$ cat src/logic/tlb_pkg.sv
package tlb_pkg;

  // --------------------
  // Geometry
  // --------------------
  localparam int TLB_ORDER  = 6;
  localparam int N_SETS     = 2 ** TLB_ORDER;
  localparam int N_WAYS     = 4;
  localparam int WAY_BITS   = 2;

  // Address split for 4 KiB pages
  localparam int PG_BITS    = 12;
  localparam int VADDR_BITS = 48;
  localparam int PADDR_BITS = 40;
  localparam int TAG_BITS   = VADDR_BITS - TLB_ORDER - PG_BITS;
  localparam int PPN_BITS   = PADDR_BITS - PG_BITS;
  localparam int PID_BITS   = 6;
  localparam int HPID_BITS  = 32;

  typedef logic [VADDR_BITS-1:0] vaddr_t;
  typedef logic [TLB_ORDER-1:0]  tlb_idx_t;
  typedef logic [TAG_BITS-1:0]   tlb_tag_t;
  typedef logic [PPN_BITS-1:0]   ppn_t;
  typedef logic [PID_BITS-1:0]   pid_t;
  typedef logic [HPID_BITS-1:0]  hpid_t;
  typedef logic [WAY_BITS-1:0]   way_t;

  // --------------------
  // Packed records
  // --------------------
  typedef struct packed {
    logic     valid;
    pid_t     pid;
    tlb_tag_t tag;
    ppn_t     ppn;
    hpid_t    hpid;
  } tlb_entry_t;

  // Insert when set, remove when clear
  typedef struct packed {
    logic insert;
    pid_t pid;
    struct packed {
      tlb_tag_t tag;
      tlb_idx_t idx;
    } vpn;
    ppn_t  ppn;
    hpid_t hpid;
  } tlb_upd_t;

  typedef struct packed {
    vaddr_t vaddr;
    pid_t   pid;
    logic   wr;
  } tlb_lup_req_t;

  typedef struct packed {
    logic       hit;
    tlb_entry_t entry;
  } tlb_lup_rsp_t;

  // Compared as a 2-bit value, referenced bit weighs more
  typedef struct packed {
    logic referenced;
    logic modified;
  } way_usage_t;

  typedef enum logic [1:0] {
    IDLE,
    READ,
    COMMIT
  } upd_state_t;

endpackage
$ cat src/logic/tlb_update_seq.sv
`timescale 1ns/1ps

module tlb_update_seq import tlb_pkg::*; (
  input  logic              aclk,
  input  logic              aresetn,
  input  logic              upd_valid,
  input  tlb_upd_t          upd_cmd,
  output logic              upd_ready,
  output tlb_idx_t          upd_idx,
  input  tlb_entry_t        rd_entry [N_WAYS],
  input  way_t              victim_way,
  input  logic              set_full,
  output logic [N_WAYS-1:0] wr_en,
  output tlb_entry_t        wr_entry
);

  upd_state_t        state;
  tlb_upd_t          cmd_q;
  logic [N_WAYS-1:0] ins_mask;
  logic [N_WAYS-1:0] rmv_match;

  // --------------------
  // Command FSM
  // --------------------
  assign upd_ready = (state == IDLE);

  always_ff @(posedge aclk) begin
    if (!aresetn) begin
      state <= IDLE;
    end else begin
      case (state)
        IDLE: begin
          if (upd_valid) begin
            state <= READ;
          end
        end
        // Ways register the set during this cycle
        READ: begin
          state <= COMMIT;
        end
        COMMIT: begin
          state <= IDLE;
        end
        default: begin
          state <= IDLE;
        end
      endcase
    end
  end

  // Held for the whole read-compare-write
  always_ff @(posedge aclk) begin
    if (upd_ready && upd_valid) begin
      cmd_q <= upd_cmd;
    end
  end

  assign upd_idx = cmd_q.vpn.idx;

  // --------------------
  // Compare on the read set
  // --------------------
  always_comb begin
    ins_mask = '0;
    // Insert lands in the way picked by the victim selector
    ins_mask[victim_way] = 1'b1;
  end

  always_comb begin
    for (int i = 0; i < N_WAYS; i++) begin
      rmv_match[i] = (rd_entry[i].tag == cmd_q.vpn.tag) &&
                     (rd_entry[i].hpid == cmd_q.hpid);
    end
  end

  // --------------------
  // Write back
  // --------------------
  always_comb begin
    wr_entry.valid = cmd_q.insert;
    wr_entry.pid   = cmd_q.pid;
    wr_entry.tag   = cmd_q.vpn.tag;
    wr_entry.ppn   = cmd_q.ppn;
    wr_entry.hpid  = cmd_q.hpid;
  end

  always_comb begin
    wr_en = '0;
    if (state == COMMIT) begin
      // Remove writes an invalid entry into every matching way
      wr_en = cmd_q.insert ? ins_mask : rmv_match;
    end
  end

endmodule

$ cat config.mk
export PLATFORM = sky130hd
export DESIGN_NAME = tlb_update_seq
export DESIGN_NICKNAME = d
export VERILOG_FILES = /design/src/logic/tlb_pkg.sv /design/src/logic/tlb_update_seq.sv
export SDC_FILE = /design/constraint.sdc
export NUM_CORES = 1
export LEC_CHECK = 0
export BUFFER_PORTS_ARGS = -buffer_cell sky130_fd_sc_hd__buf_2
export CORE_AREA = 2 2 233 235
export CTS_BUF_LIST = sky130_fd_sc_hd__clkbuf_16
export DETAILED_ROUTE_END_ITERATION = 7
export DIE_AREA = 0 0 235 237
export PLACE_DENSITY = 0.36
export SLEW_MARGIN = 20
export SYNTH_ARGS = -nofsm -noshare
export SYNTH_HDL_FRONTEND = slang
export SYNTH_SLANG_ARGS = --single-unit
$ cat constraint.sdc
create_clock -name aclk -period 6.7 [get_ports aclk]
set_input_delay 1.005 -clock aclk [delete_from_list [all_inputs] [get_ports aclk]]
set_output_delay 1.005 -clock aclk [all_outputs]
set_load 0.01 [all_outputs]
==> flow_summary.html, run 1 <==
<table>
<tr><th>Metric</th><th>Value</th></tr>
<tr><th colspan="2">Status</th></tr>
<tr><td>Status</td><td>finished, final reports clean</td></tr>
<tr><th colspan="2">Timing</th></tr>
<tr><td>Least-Margin Pin Slew</td><td>0.955 ns</td></tr>
<tr><td>Setup Total Neg Slack</td><td>0 ns</td></tr>
<tr><td>Setup skew after layout</td><td>0.0159 ns</td></tr>
<tr><td>Setup violation total in the final timing report</td><td>0</td></tr>
<tr><td>Worst rel slew slack</td><td>36.3%</td></tr>
<tr><td>Achievable Freq</td><td>244 MHz</td></tr>
<tr><td>Post-layout min period</td><td>4.09 ns</td></tr>
<tr><td>Hold violation total from the final report</td><td>0</td></tr>
<tr><td>Slew Limit Fails</td><td>0</td></tr>
<tr><td>Unrepaired setup endpoints after global routing</td><td>false</td></tr>
<tr><td>Final period utilization</td><td>61.1%</td></tr>
<tr><th colspan="2">Synth</th></tr>
<tr><td>Gate Count Post-Synth</td><td>451</td></tr>
<tr><td>Post-synthesis instance area</td><td>5940 sq um</td></tr>
<tr><td>Number of warning messages in the yosys log</td><td>0</td></tr>
<tr><td>Number of synthesized flops with an enable pin</td><td>103</td></tr>
<tr><td>Ys async rst share</td><td>0%</td></tr>
<tr><td>Number of synthesized register bits</td><td>105</td></tr>
<tr><td>Number of nets in the synthesized netlist</td><td>948</td></tr>
<tr><td>Post-synth top flop</td><td>edfxtp_1</td></tr>
<tr><td>Post-synthesis sequential area ratio</td><td>52.8%</td></tr>
<tr><td>Distinct cells, synth</td><td>21</td></tr>
<tr><td>Average size of a mapped cell</td><td>13.2 sq um</td></tr>
<tr><th colspan="2">Worst setup path</th></tr>
<tr><td>Start-to-end type of the worst setup path</td><td>in2out</td></tr>
<tr><td>Critical path origin</td><td>rd_entry[277]</td></tr>
<tr><td>R2R Path End</td><td>wr_entry[5]$_DFFE_PP_</td></tr>
<tr><td>Launch point of the worst reg-to-reg path</td><td>state[1]$_SDFFE_PN0P_</td></tr>
<tr><td>Startpoint kind of the worst setup timing path</td><td>input port</td></tr>
<tr><td>Req. time, crit path</td><td>5.69 ns</td></tr>
<tr><td>Worst Setup End Kind</td><td>primary output</td></tr>
<tr><td>End point of the critical path</td><td>wr_en[1]</td></tr>
<tr><td>Length in cells of the worst reg-to-reg path</td><td>3</td></tr>
<tr><td>Biggest fanout along the worst timing path</td><td>1</td></tr>
<tr><td>Worst-case register-to-register setup slack</td><td>4.25 ns</td></tr>
<tr><td>Endpoint arrival time on the critical path</td><td>3.09 ns</td></tr>
<tr><th colspan="2">GRT</th></tr>
<tr><td>Number of antenna violations at the first check in global routing</td><td>10</td></tr>
<tr><td>Via count of the first global-routing pass</td><td>5993</td></tr>
<tr><td>Maximum number of pins on one net before global-route repair</td><td>62</td></tr>
<tr><td>Total overflow reported by the global router</td><td>0</td></tr>
<tr><td>Overall track demand over capacity in global routing</td><td>12.0%</td></tr>
<tr><td>First-pass GRT wire length</td><td>45400 microns</td></tr>
<tr><th colspan="2">Clocking</th></tr>
<tr><td>Clock Sinks</td><td>105</td></tr>
<tr><td>Number of buffers added by the clock tree synthesis step</td><td>9</td></tr>
<tr><td># resized after CTS</td><td>0</td></tr>
<tr><td>Register clock-pin slew on the reported worst setup and hold paths</td><td>0.08 ns</td></tr>
<tr><td>TritonCTS clock tree</td><td>built</td></tr>
<tr><td>Root buf cell</td><td>clkbuf_16</td></tr>
<tr><td>Post-cts hold buffer count</td><td>0</td></tr>
<tr><td>Clock latency on the worst-skew pair</td><td>0.40 ns</td></tr>
<tr><td>Depth of the CTS H-tree</td><td>3</td></tr>
<tr><td>Clock Tree Buf Depth</td><td>2</td></tr>
<tr><td>Post-CTS Setup Bufs</td><td>0</td></tr>
<tr><th colspan="2">Worst hold path</th></tr>
<tr><td>Start point of the worst min-delay path</td><td>state[1]$_SDFFE_PN0P_</td></tr>
<tr><td>Classification of the worst-slack hold path</td><td>reg2reg</td></tr>
<tr><th colspan="2">Placement</th></tr>
<tr><td>Placement-stage cell area</td><td>9150 sq um</td></tr>
<tr><td>Buffers on Ports</td><td>463</td></tr>
<tr><td>DP Wirelength</td><td>29500 microns</td></tr>
<tr><td>Final Wtd Congestion</td><td>0.865</td></tr>
<tr><td>Inst Count DP</td><td>1613</td></tr>
<tr><th colspan="2">Run</th></tr>
<tr><td>Max-cap check violation count</td><td>0</td></tr>
<tr><th colspan="2">Power</th></tr>
<tr><td>Peak VDD IR</td><td>0.0000998 V</td></tr>
<tr><td>Leakage</td><td>4.02 nW</td></tr>
<tr><td>Power Dens Cells</td><td>189 nW/um^2</td></tr>
<tr><th colspan="2">Detailed routing</th></tr>
<tr><td>Routed length per instance</td><td>20.8 microns</td></tr>
<tr><td>Number of nets with antenna violations after routing</td><td>0</td></tr>
<tr><td>Total wirelength of the detailed-routed design</td><td>33900 microns</td></tr>
<tr><td>Iteration-0 DRC Markers</td><td>153</td></tr>
<tr><td>Via count normalized by instance count</td><td>3.35</td></tr>
<tr><td>Number of vias in the routed layout</td><td>5458</td></tr>
<tr><td># DRC</td><td>0</td></tr>
<tr><td>Number of iterations in the first detailed-routing pass</td><td>4</td></tr>
<tr><th colspan="2">Die</th></tr>
<tr><td>Standard-cell rows</td><td>85</td></tr>
<tr><td>Area of the die</td><td>55700 sq um</td></tr>
<tr><td>Count of boundary I/O pins</td><td>605</td></tr>
<tr><td>Width of the die</td><td>235 microns</td></tr>
<tr><td>Core area</td><td>53300 sq um</td></tr>
<tr><td>Die outline height</td><td>237 microns</td></tr>
<tr><td>Initial Util</td><td>11.1%</td></tr>
<tr><th colspan="2">Final layout</th></tr>
<tr><td>Fraction of final layout cells with drive strength greater than 1</td><td>52.3%</td></tr>
<tr><td>Post-route cell area</td><td>9440 sq um</td></tr>
<tr><td>Layout Cells excl Fill</td><td>1631</td></tr>
<tr><td>Nets</td><td>1425</td></tr>
<tr><td>Area overhead of the layout relative to synthesis</td><td>59.1%</td></tr>
</table>
per-layer routing:
layer | vias up | track usage, % | part of all wire, %
li1 | 2596 | - | -
met1 | 2530 | 15.2 | 43
met2 | 296 | 19.7 | 47
met3 | 26 | 3.88 | 8.2
met4 | 10 | 2.82 | 1.1
met5 | - | 0 | 0.18
Yosys cell counts (2+ instances only):
| master | count | area share, % |
|---|---|---|
| xnor2_1 | 59 | 8.7 |
| nor2_1 | 4 | 0.25 |
| dfxtp_1 | 2 | 0.67 |
| nor3_1 | 3 | 0.25 |
| nor4_2 | 3 | 0.63 |
| xor2_1 | 189 | 28 |
| a21o_1 | 2 | 0.25 |
| nand4_1 | 26 | 2.7 |
| nor4_1 | 49 | 5.2 |
| edfxtp_1 | 103 | 52 |
placed cells by master (no fill, tap or decap), drive strengths merged:
master and n:
clkinv 3, clkbuf 9, nor4 52, edfxtp 103, dfxtp 2, nand3 1, a21o 2, nand4 27
xnor2 59, inv 4, nor3 3, a31o 1, or4 1, diode 2, and2 1, and3 1
xor2 189, or3b 1, clkinvlp 1, nand3b 1, o31ai 1, buf 466, nand2 1, nor2 4
flip-flops by register name, indices dropped and copies added, names as in the netlist:
register / cells
upd_idx: 6
wr_entry: 97
state: 2
cells by family (layout without fill, tap and decap cells):
| kind of cell | count (synthesis) | in the layout | share of synthesized area [%] |
|---|---|---|---|
| buffers and inverters | 1 | 483 | 0.0632 |
| XOR/XNOR | 248 | 248 | 36.6 |
| AO/OA/AOI/OAI | 4 | 4 | 0.527 |
| other | 0 | 2 | 0 |
| flip-flops | 105 | 105 | 52.8 |
| AND/OR/NAND/NOR | 93 | 93 | 10.1 |
layout make-up:
type | instances | area (sq um)
multi-input cells | 345 | 2800
clock buffers | 9 | 225
diodes | 2 | 5.00
fillers | 6012 | 43800
flip-flops and latches | 105 | 3130
inverters | 1 | 3.75
clock inverters | 7 | 63.8
well taps | 696 | 871
repair buffers | 466 | 2340
worst max-delay path: stages:
cell and delay, ns:
buf_2 0.10, xor2_1 0.17, nor4_1 0.59, buf_4 0.22
nand4_1 0.21, nor4_1 0.51, a21o_1 0.14, buf_2 0.13
where the power goes:
group	switching, W	leakage [nW]	internal [W]
sequential	0.0000691	1.00	0.000774
combinational	0.000189	2.87	0.000181
clock	0.000314	0.141	0.000262
total	0.000572	4.02	0.00122
metrics by stage:
step	power, W	worst slack (ns)	util (%)	hold slack, ns
global placement	0.00124	2.35	17.2	0.468
finish	0.00179	2.61	17.7	0.487
CTS	0.00184	2.39	17.7	0.501
detailed placement	0.00124	2.40	17.2	0.477
global route	0.00189	2.40	17.7	0.515
floorplan	0.000991	2.85	-	0.422
worst min-delay path by stage:
stage,endpoint,slack (ns),cells after the start
4_1_cts,state[1]$_SDFFE_PN0P_,0.50,1
3_5_place_dp,state[1]$_SDFFE_PN0P_,0.48,1
2_1_floorplan,state[1]$_SDFFE_PN0P_,0.42,1
3_3_place_gp,state[1]$_SDFFE_PN0P_,0.47,1
6_report,state[1]$_SDFFE_PN0P_,0.49,1
5_1_grt,state[1]$_SDFFE_PN0P_,0.51,1
Power figures use the tool's default switching activity.
==> inputs of run 2 (changes only) <==
--- a/config.mk
+++ b/config.mk
@@ -6,10 +6,10 @@
 export NUM_CORES = 1
 export LEC_CHECK = 0
 export BUFFER_PORTS_ARGS = -buffer_cell sky130_fd_sc_hd__buf_2
-export CORE_AREA = 2 2 233 235
+export CORE_AREA = 2 2 235 237
 export CTS_BUF_LIST = sky130_fd_sc_hd__clkbuf_16
 export DETAILED_ROUTE_END_ITERATION = 7
-export DIE_AREA = 0 0 235 237
+export DIE_AREA = 0 0 237 239
 export PLACE_DENSITY = 0.36
 export SLEW_MARGIN = 20
 export SYNTH_ARGS = -nofsm -noshare
==> constraint.sdc (replaced) <==
create_clock -name aclk -period 4 [get_ports aclk]
set_input_delay 0.6 -clock aclk [delete_from_list [all_inputs] [get_ports aclk]]
set_output_delay 0.6 -clock aclk [all_outputs]
set_load 0.01 [all_outputs]
==> flow_summary.html, run 2 (synthesis gave the netlist of run 1 again) <==
<table>
<tr><th>Metric</th><th>Value</th></tr>
<tr><th colspan="2">Final layout</th></tr>
<tr><td>Area overhead of the layout relative to synthesis</td><td>61.2% (was 59.1%)</td></tr>
<tr><td>Final core area utilization</td><td>17.6% (was 17.7%)</td></tr>
<tr><td>Nets</td><td>1438 (was 1425)</td></tr>
<tr><td>Most frequent standard cell in the layout excluding fill and tap cells</td><td>buf_2 (unchanged)</td></tr>
<tr><td>Commonest cells after routing, fill and taps aside</td><td>buf_2, xor2_1, edfxtp_1, xnor2_1, nor4_1 (unchanged)</td></tr>
<tr><td>Filler instances</td><td>6139 (was 6012)</td></tr>
<tr><td>Max reg flops</td><td>97 (unchanged)</td></tr>
<tr><td>Fraction of final layout cells with drive strength greater than 1</td><td>53.0% (was 52.3%)</td></tr>
<tr><th colspan="2">Clocking</th></tr>
<tr><td>Number of buffers added by the clock tree synthesis step</td><td>9 (unchanged)</td></tr>
<tr><td>Clock Sinks</td><td>105 (unchanged)</td></tr>
<tr><td>Post-CTS Setup Bufs</td><td>0 (unchanged)</td></tr>
<tr><td>Post-cts hold buffer count</td><td>0 (unchanged)</td></tr>
<tr><td>Depth of the CTS H-tree</td><td>3 (unchanged)</td></tr>
<tr><td># resized after CTS</td><td>0 (unchanged)</td></tr>
<tr><td>Clock Tree Buf Depth</td><td>2 (unchanged)</td></tr>
<tr><td>Register clock-pin slew on the reported worst setup and hold paths</td><td>0.09 ns (was 0.08 ns)</td></tr>
<tr><td>TritonCTS clock tree</td><td>built (unchanged)</td></tr>
<tr><td>Root buf cell</td><td>clkbuf_16 (unchanged)</td></tr>
<tr><td>Clock latency on the worst-skew pair</td><td>0.38 ns (was 0.40 ns)</td></tr>
<tr><th colspan="2">Power</th></tr>
<tr><td>Leakage</td><td>4.09 nW (was 4.02 nW)</td></tr>
<tr><td>Internal power consumption</td><td>0.00205 W (was 0.00122 W)</td></tr>
<tr><td>Logic pwr share</td><td>21.5% (was 20.7%)</td></tr>
<tr><td>Portion of total power attributed to the clock network</td><td>31.8% (was 32.2%)</td></tr>
<tr><td>Switching share of power</td><td>31.6% (was 32.0%)</td></tr>
<tr><td>Power Dens Cells</td><td>314 nW/um^2 (was 189 nW/um^2)</td></tr>
<tr><td>Peak VDD IR</td><td>0.000159 V (was 0.0000998 V)</td></tr>
<tr><td>Switching component of the power</td><td>0.000948 W (was 0.000572 W)</td></tr>
<tr><td>Sequential Power Share</td><td>46.8% (was 47.1%)</td></tr>
<tr><th colspan="2">Detailed routing</th></tr>
<tr><td>Routed length per instance</td><td>20.5 microns (was 20.8 microns)</td></tr>
<tr><td>Number of iterations in the first detailed-routing pass</td><td>4 (unchanged)</td></tr>
<tr><td>Iteration-0 DRC Markers</td><td>172 (was 153)</td></tr>
<tr><td>Via count normalized by instance count</td><td>3.36 (was 3.35)</td></tr>
<tr><td>Number of nets with antenna violations after routing</td><td>0 (unchanged)</td></tr>
<tr><td>Total wirelength of the detailed-routed design</td><td>33800 microns (was 33900 microns)</td></tr>
<tr><td># DRC</td><td>0 (unchanged)</td></tr>
<tr><td>Number of vias in the routed layout</td><td>5549 (was 5458)</td></tr>
<tr><th colspan="2">Worst setup path</th></tr>
<tr><td>Cells traversed along the worst timing path</td><td>buf_4 &gt; xor2_1 &gt; nor4_1 &gt; nand4_1 &gt; nor4_1 &gt; buf_4 &gt; a21o_1 &gt; buf_2 (was buf_2 &gt; xor2_1 &gt; nor4_1 &gt; buf_4 &gt; nand4_1 &gt; nor4_1 &gt; a21o_1 &gt; buf_2)</td></tr>
<tr><td>Length in cells of the worst reg-to-reg path</td><td>3 (unchanged)</td></tr>
<tr><td>Crit-path max cell delay</td><td>0.58 ns (was 0.59 ns)</td></tr>
<tr><td>Startpoint kind of the worst setup timing path</td><td>flop (was input port)</td></tr>
<tr><td>Worst Setup End Kind</td><td>primary output (unchanged)</td></tr>
<tr><td>Crit-path slowest cell</td><td>edfxtp_1 (was nor4_1)</td></tr>
<tr><td>Biggest fanout along the worst timing path</td><td>3 (was 1)</td></tr>
<tr><td>Endpoint arrival time on the critical path</td><td>2.90 ns (was 3.09 ns)</td></tr>
<tr><td>Req. time, crit path</td><td>3.40 ns (was 5.69 ns)</td></tr>
<tr><td>Start-to-end type of the worst setup path</td><td>reg2out (was in2out)</td></tr>
<tr><th colspan="2">Timing</th></tr>
<tr><td>Setup violation total in the final timing report</td><td>0 (unchanged)</td></tr>
<tr><td>Unrepaired setup endpoints after global routing</td><td>false (unchanged)</td></tr>
<tr><td>Setup Total Neg Slack</td><td>0 ns (unchanged)</td></tr>
<tr><td>Worst rel slew slack</td><td>51.4% (was 36.3%)</td></tr>
<tr><td>Post-layout min period</td><td>3.50 ns</td></tr>
<tr><td>Least-Margin Pin Slew</td><td>0.729 ns (was 0.955 ns)</td></tr>
<tr><td>Hold violation total from the final report</td><td>0 (unchanged)</td></tr>
<tr><td>Achievable Freq</td><td>286 MHz</td></tr>
<tr><td>Slew Limit Fails</td><td>0 (unchanged)</td></tr>
<tr><td>Final period utilization</td><td>87.6%</td></tr>
<tr><td>Setup skew after layout</td><td>0.00972 ns (was 0.0159 ns)</td></tr>
<tr><th colspan="2">Die</th></tr>
<tr><td>Standard-cell rows</td><td>86 (was 85)</td></tr>
<tr><td>Area of the die</td><td>56600 sq um (was 55700 sq um)</td></tr>
<tr><td>Die outline height</td><td>239 microns (was 237 microns)</td></tr>
<tr><td>Count of boundary I/O pins</td><td>605 (unchanged)</td></tr>
<tr><td>Initial Util</td><td>10.9% (was 11.1%)</td></tr>
<tr><td>Core area</td><td>54300 sq um (was 53300 sq um)</td></tr>
<tr><td>Width of the die</td><td>237 microns (was 235 microns)</td></tr>
<tr><th colspan="2">GRT</th></tr>
<tr><td>Maximum number of pins on one net before global-route repair</td><td>50 (was 62)</td></tr>
<tr><td>Total overflow reported by the global router</td><td>0 (unchanged)</td></tr>
<tr><td>Overall track demand over capacity in global routing</td><td>11.7% (was 12.0%)</td></tr>
<tr><td>First-pass GRT wire length</td><td>44800 microns (was 45400 microns)</td></tr>
<tr><td>Number of antenna violations at the first check in global routing</td><td>15 (was 10)</td></tr>
<tr><td>Via count of the first global-routing pass</td><td>5868 (was 5993)</td></tr>
<tr><th colspan="2">Status</th></tr>
<tr><td>Status</td><td>finished, final reports clean (unchanged)</td></tr>
<tr><th colspan="2">Placement</th></tr>
<tr><td>DP Wirelength</td><td>29600 microns (was 29500 microns)</td></tr>
<tr><td>Final Wtd Congestion</td><td>0.832 (was 0.865)</td></tr>
<tr><td>Buffers on Ports</td><td>463 (unchanged)</td></tr>
<tr><th colspan="2">Worst hold path</th></tr>
<tr><td>Classification of the worst-slack hold path</td><td>in2reg (was reg2reg)</td></tr>
<tr><td>Number of instances on the worst hold path</td><td>1 (unchanged)</td></tr>
<tr><th colspan="2">Run</th></tr>
<tr><td>Max-cap check violation count</td><td>0 (unchanged)</td></tr>
</table>
## run 2: worst max-delay path, delay by kind of cell (launching register included)
kind            cells  cell delay (ns)
compound gates      1             0.10
xor+xnor            1             0.16
buf+inv             3             0.58
flops               1             0.58
simple gates        3             1.10
## run 2: per-layer routing
layer / part of all wire, % / global-route usage [%] / vias to the layer above
met5: 0.14 / 0 / -
met4: 2.0 / 3.64 / 8
met3: 8.0 / 3.57 / 36
met2: 46 / 18.8 / 323
met1: 44 / 15.1 / 2560
li1: - / - / 2622
## run 2: cell type report
type                    instances  area [sq um]  share of cell area [%]
well taps                     704           881                    9.20
diodes                          2          5.00                  0.0523
clock inverters                 7          70.1                   0.732
flip-flops and latches        105          3130                    32.7
clock buffers                   9           225                    2.35
inverters                       1          3.75                  0.0392
multi-input cells             345          2800                    29.3
repair buffers                479          2450                    25.6
## run 2: stage by stage
| stage | cell area (sq um) | worst slack [ns] | instances | hold WS (ns) | total power, W |
|---|---|---|---|---|---|
| floorplan | 5940 | 0.545 | 451 | 0.422 | 0.00166 |
| global placement | 9270 | 0.717 | 1634 | 0.450 | 0.00209 |
| detailed placement | 9270 | 0.708 | 1634 | 0.453 | 0.00209 |
| CTS | 9570 | 0.358 | 1650 | 0.341 | 0.00309 |
| global route | 9570 | 0.178 | 1650 | 0.346 | 0.00317 |
| finish | 9570 | 0.497 | 1652 | 0.380 | 0.00300 |
## run 2: power by group through the flow
stage                     registers (W)  logic [W]  clock network (W)
after floorplan                 0.00143   0.000227                  0
after global placement          0.00143   0.000659                  0
after detailed placement        0.00143   0.000662                  0
after CTS                       0.00141   0.000665            0.00102
after global routing            0.00142   0.000713            0.00104
final                           0.00140   0.000645           0.000953
## run 2: path summary, 6_finish.rpt
kind	startpoint	endpoint	slack, ns
max	wr_entry[31]$_DFFE_PP_	wr_en[2]	0.50
min	upd_cmd[42]	wr_entry[42]$_DFFE_PP_	0.38
max reg2reg	state[1]$_SDFFE_PN0P_	wr_entry[19]$_DFFE_PP_	2.12
min reg2reg	state[1]$_SDFFE_PN0P_	state[1]$_SDFFE_PN0P_	0.46
==> inputs of run 3 (changes only) <==
--- a/config.mk
+++ b/config.mk
@@ -6,11 +6,13 @@
 export NUM_CORES = 1
 export LEC_CHECK = 0
 export BUFFER_PORTS_ARGS = -buffer_cell sky130_fd_sc_hd__buf_2
+export CAP_MARGIN = 20
 export CORE_AREA = 2 2 235 237
 export CTS_BUF_LIST = sky130_fd_sc_hd__clkbuf_16
 export DETAILED_ROUTE_END_ITERATION = 7
 export DIE_AREA = 0 0 237 239
 export PLACE_DENSITY = 0.36
+export REMOVE_ABC_BUFFERS = 1
 export SLEW_MARGIN = 20
 export SYNTH_ARGS = -nofsm -noshare
 export SYNTH_HDL_FRONTEND = slang
==> constraint.sdc (replaced) <==
create_clock -name aclk -period 4 [get_ports aclk]
set_input_delay 0.6 -clock aclk [delete_from_list [all_inputs] [get_ports aclk]]
set_output_delay 0.6 -clock aclk [all_outputs]
set_load 0.005 [all_outputs]
==> flow_summary.html, run 3 (synthesis gave the netlist of run 1 again) <==
<table>
<tr><th>Metric</th><th>Value</th></tr>
<tr><th colspan="2">GRT</th></tr>
<tr><td>Busiest metal layer after global routing</td><td>met2 (unchanged)</td></tr>
<tr><td>Number of antenna violations at the first check in global routing</td><td>15 (unchanged)</td></tr>
<tr><td>Met1 demand-to-capacity share in global routing</td><td>14.7% (was 15.1%)</td></tr>
<tr><td>First-pass GRT wire length</td><td>44600 microns (was 44800 microns)</td></tr>
<tr><td>Via count of the first global-routing pass</td><td>5881 (was 5868)</td></tr>
<tr><td>Maximum number of pins on one net before global-route repair</td><td>50 (unchanged)</td></tr>
<tr><td>Total overflow reported by the global router</td><td>0 (unchanged)</td></tr>
<tr><td>Overall track demand over capacity in global routing</td><td>11.7% (about the same)</td></tr>
<tr><td>Routing usage on met3</td><td>3.79% (was 3.57%)</td></tr>
<tr><td>Met2 Track Usage GR</td><td>19.0% (was 18.8%)</td></tr>
<tr><th colspan="2">Timing</th></tr>
<tr><td>Unrepaired setup endpoints after global routing</td><td>false (unchanged)</td></tr>
<tr><td>Least-Margin Pin Slew</td><td>0.758 ns (was 0.729 ns)</td></tr>
<tr><td>WHS</td><td>0.374 ns (was 0.380 ns)</td></tr>
<tr><td>Final period utilization</td><td>87.4% (was 87.6%)</td></tr>
<tr><td>Final critical-path setup slack</td><td>0.503 ns (was 0.497 ns)</td></tr>
<tr><td>Hold violation total from the final report</td><td>0 (unchanged)</td></tr>
<tr><td>Worst rel slew slack</td><td>49.3% (was 51.4%)</td></tr>
<tr><td>Slew Limit Fails</td><td>0 (unchanged)</td></tr>
<tr><td>Achievable Freq</td><td>286 MHz (about the same)</td></tr>
<tr><td>Setup skew after layout</td><td>0.0126 ns (was 0.00972 ns)</td></tr>
<tr><td>Setup Total Neg Slack</td><td>0 ns (unchanged)</td></tr>
<tr><td>Setup violation total in the final timing report</td><td>0 (unchanged)</td></tr>
<tr><td>Post-layout min period</td><td>3.50 ns (about the same)</td></tr>
<tr><th colspan="2">Clocking</th></tr>
<tr><td># resized after CTS</td><td>0 (unchanged)</td></tr>
<tr><td>Clock Tree Buf Depth</td><td>2 (unchanged)</td></tr>
<tr><td>Depth of the CTS H-tree</td><td>3 (unchanged)</td></tr>
<tr><td>TritonCTS clock tree</td><td>built (unchanged)</td></tr>
<tr><td>Clock Sinks</td><td>105 (unchanged)</td></tr>
<tr><td>Root buf cell</td><td>clkbuf_16 (unchanged)</td></tr>
<tr><td>Post-cts hold buffer count</td><td>0 (unchanged)</td></tr>
<tr><td>Register clock-pin slew on the reported worst setup and hold paths</td><td>0.10 ns (was 0.09 ns)</td></tr>
<tr><td>Number of buffers added by the clock tree synthesis step</td><td>9 (unchanged)</td></tr>
<tr><td>Clock latency on the worst-skew pair</td><td>0.39 ns (was 0.38 ns)</td></tr>
<tr><td>Post-CTS Setup Bufs</td><td>0 (unchanged)</td></tr>
<tr><th colspan="2">Die</th></tr>
<tr><td>Width of the die</td><td>237 microns (unchanged)</td></tr>
<tr><td>Area of the die</td><td>56600 sq um (unchanged)</td></tr>
<tr><td>Count of boundary I/O pins</td><td>605 (unchanged)</td></tr>
<tr><td>Standard-cell rows</td><td>86 (unchanged)</td></tr>
<tr><td>Die outline height</td><td>239 microns (unchanged)</td></tr>
<tr><td>Core area</td><td>54300 sq um (unchanged)</td></tr>
<tr><td>Initial Util</td><td>10.9% (unchanged)</td></tr>
<tr><th colspan="2">Worst setup path</th></tr>
<tr><td>Biggest fanout along the worst timing path</td><td>3 (unchanged)</td></tr>
<tr><td>Worst-case register-to-register setup slack</td><td>2.13 ns (was 2.12 ns)</td></tr>
<tr><td>Startpoint kind of the worst setup timing path</td><td>flop (unchanged)</td></tr>
<tr><td>Worst Setup End Kind</td><td>primary output (unchanged)</td></tr>
<tr><td>Length in cells of the worst reg-to-reg path</td><td>3 (unchanged)</td></tr>
<tr><td>CP dominant cell by count</td><td>nor4_1</td></tr>
<tr><td>Cells traversed along the worst timing path</td><td>xor2_1 &gt; nor4_1 &gt; nand4_1 &gt; nor4_1 &gt; a21o_1 &gt; buf_2 (was buf_4 &gt; xor2_1 &gt; nor4_1 &gt; nand4_1 &gt; nor4_1 &gt; buf_4 &gt; a21o_1 &gt; buf_2)</td></tr>
<tr><td>Start-to-end type of the worst setup path</td><td>reg2out (unchanged)</td></tr>
<tr><td>Crit-path slowest cell</td><td>nor4_1 (was edfxtp_1)</td></tr>
<tr><td>Req. time, crit path</td><td>3.40 ns (about the same)</td></tr>
<tr><td>Crit-path max cell delay</td><td>0.63 ns (was 0.58 ns)</td></tr>
<tr><td>Endpoint arrival time on the critical path</td><td>2.90 ns (about the same)</td></tr>
<tr><th colspan="2">Run</th></tr>
<tr><td>Max-cap check violation count</td><td>0 (unchanged)</td></tr>
<tr><th colspan="2">Detailed routing</th></tr>
<tr><td>Iteration-0 DRC Markers</td><td>139 (was 172)</td></tr>
<tr><td>Number of nets with antenna violations after routing</td><td>0 (unchanged)</td></tr>
<tr><td>Number of iterations in the first detailed-routing pass</td><td>4 (unchanged)</td></tr>
<tr><td>Number of vias in the routed layout</td><td>5525 (was 5549)</td></tr>
<tr><td>Routed length per instance</td><td>20.4 microns (was 20.5 microns)</td></tr>
<tr><td>Total wirelength of the detailed-routed design</td><td>33700 microns (was 33800 microns)</td></tr>
<tr><td>Via count normalized by instance count</td><td>3.34 (was 3.36)</td></tr>
<tr><td># DRC</td><td>0 (unchanged)</td></tr>
<tr><th colspan="2">Placement</th></tr>
<tr><td>Placement-stage cell area</td><td>9260 sq um (was 9270 sq um)</td></tr>
<tr><td>Post-placement setup slack</td><td>0.745 ns (was 0.708 ns)</td></tr>
<tr><td>Final Wtd Congestion</td><td>0.816 (was 0.832)</td></tr>
<tr><td>DP Wirelength</td><td>29600 microns (about the same)</td></tr>
<tr><td>Buffers on Ports</td><td>463 (unchanged)</td></tr>
<tr><th colspan="2">Final layout</th></tr>
<tr><td>Max reg flops</td><td>97 (unchanged)</td></tr>
<tr><td>Fraction of final layout cells with drive strength greater than 1</td><td>52.9% (was 53.0%)</td></tr>
<tr><td>Commonest cells after routing, fill and taps aside</td><td>buf_2, xor2_1, edfxtp_1, xnor2_1, nor4_1 (unchanged)</td></tr>
<tr><td>Post-route cell area</td><td>9570 sq um (unchanged)</td></tr>
<tr><td>Area overhead of the layout relative to synthesis</td><td>61.2% (unchanged)</td></tr>
<tr><td>Nets</td><td>1437 (was 1438)</td></tr>
<tr><td>Most frequent standard cell in the layout excluding fill and tap cells</td><td>buf_2 (unchanged)</td></tr>
<tr><th colspan="2">Power</th></tr>
<tr><td>Power Dens Cells</td><td>311 nW/um^2 (was 314 nW/um^2)</td></tr>
<tr><td>Overall power after layout</td><td>0.00297 W (was 0.00300 W)</td></tr>
<tr><td>Leakage</td><td>4.09 nW (about the same)</td></tr>
<tr><td>Peak VDD IR</td><td>0.000179 V (was 0.000159 V)</td></tr>
<tr><th colspan="2">Status</th></tr>
<tr><td>Status</td><td>finished, final reports clean (unchanged)</td></tr>
<tr><th colspan="2">Worst hold path</th></tr>
<tr><td>Classification of the worst-slack hold path</td><td>in2reg (unchanged)</td></tr>
<tr><td>Number of instances on the worst hold path</td><td>1 (unchanged)</td></tr>
</table>
## run 3: cell count changes in the layout (fill, tap and decap cells not counted)
| cell | delta |
|---|---|
| buf_4 | -1 |
| diode_2 | +3 |
## run 3: path summary, 6_finish.rpt
path,from,to
worst max-delay path,wr_entry[31]$_DFFE_PP_,wr_en[1]
worst min-delay path,upd_cmd[50],wr_entry[50]$_DFFE_PP_
worst max register to register,state[1]$_SDFFE_PN0P_,wr_entry[0]$_DFFE_PP_
worst min register to register,state[0]$_SDFFE_PN0P_,state[1]$_SDFFE_PN0P_
## run 3: area by class of cell
type,count,area (sq um)
Antenna cell,5,12.5
Clock buffer,9,225
Clock inverter,7,70.1
Fill cell,6116,44800
Inverter,1,3.75
Multi-Input combinational cell,345,2800
Sequential cell,105,3130
Tap cell,704,881
Timing Repair Buffer,478,2440
## run 3: where the power goes
part	internal [W]	total, W	leakage, nW	switching, W
registers	0.00130	0.00140	1.00	0.000107
logic	0.000312	0.000613	2.94	0.000301
clock network	0.000443	0.000958	0.147	0.000515
total	0.00205	0.00297	4.09	0.000922
## run 3: critical path, delay by kind of cell (launching register included)
family	cells	cell delay, ns
simple gates	3	1.44
xor+xnor	1	0.22
compound gates	1	0.13
flops	1	0.59
buf+inv	1	0.12
## run 3: metrics by stage
step	util (%)	std cells
3_5_place_dp	17.0	1633
5_1_grt	17.6	1650
4_1_cts	17.6	1649
6_report	17.6	1654
3_3_place_gp	17.0	1633
2_1_floorplan	-	451
## run 3: metal layers
layer	routed length, microns	vias to the layer above
met5	63	-
met4	606	10
met3	2650	34
met2	15600	306
met1	14800	2552
li1	-	2623
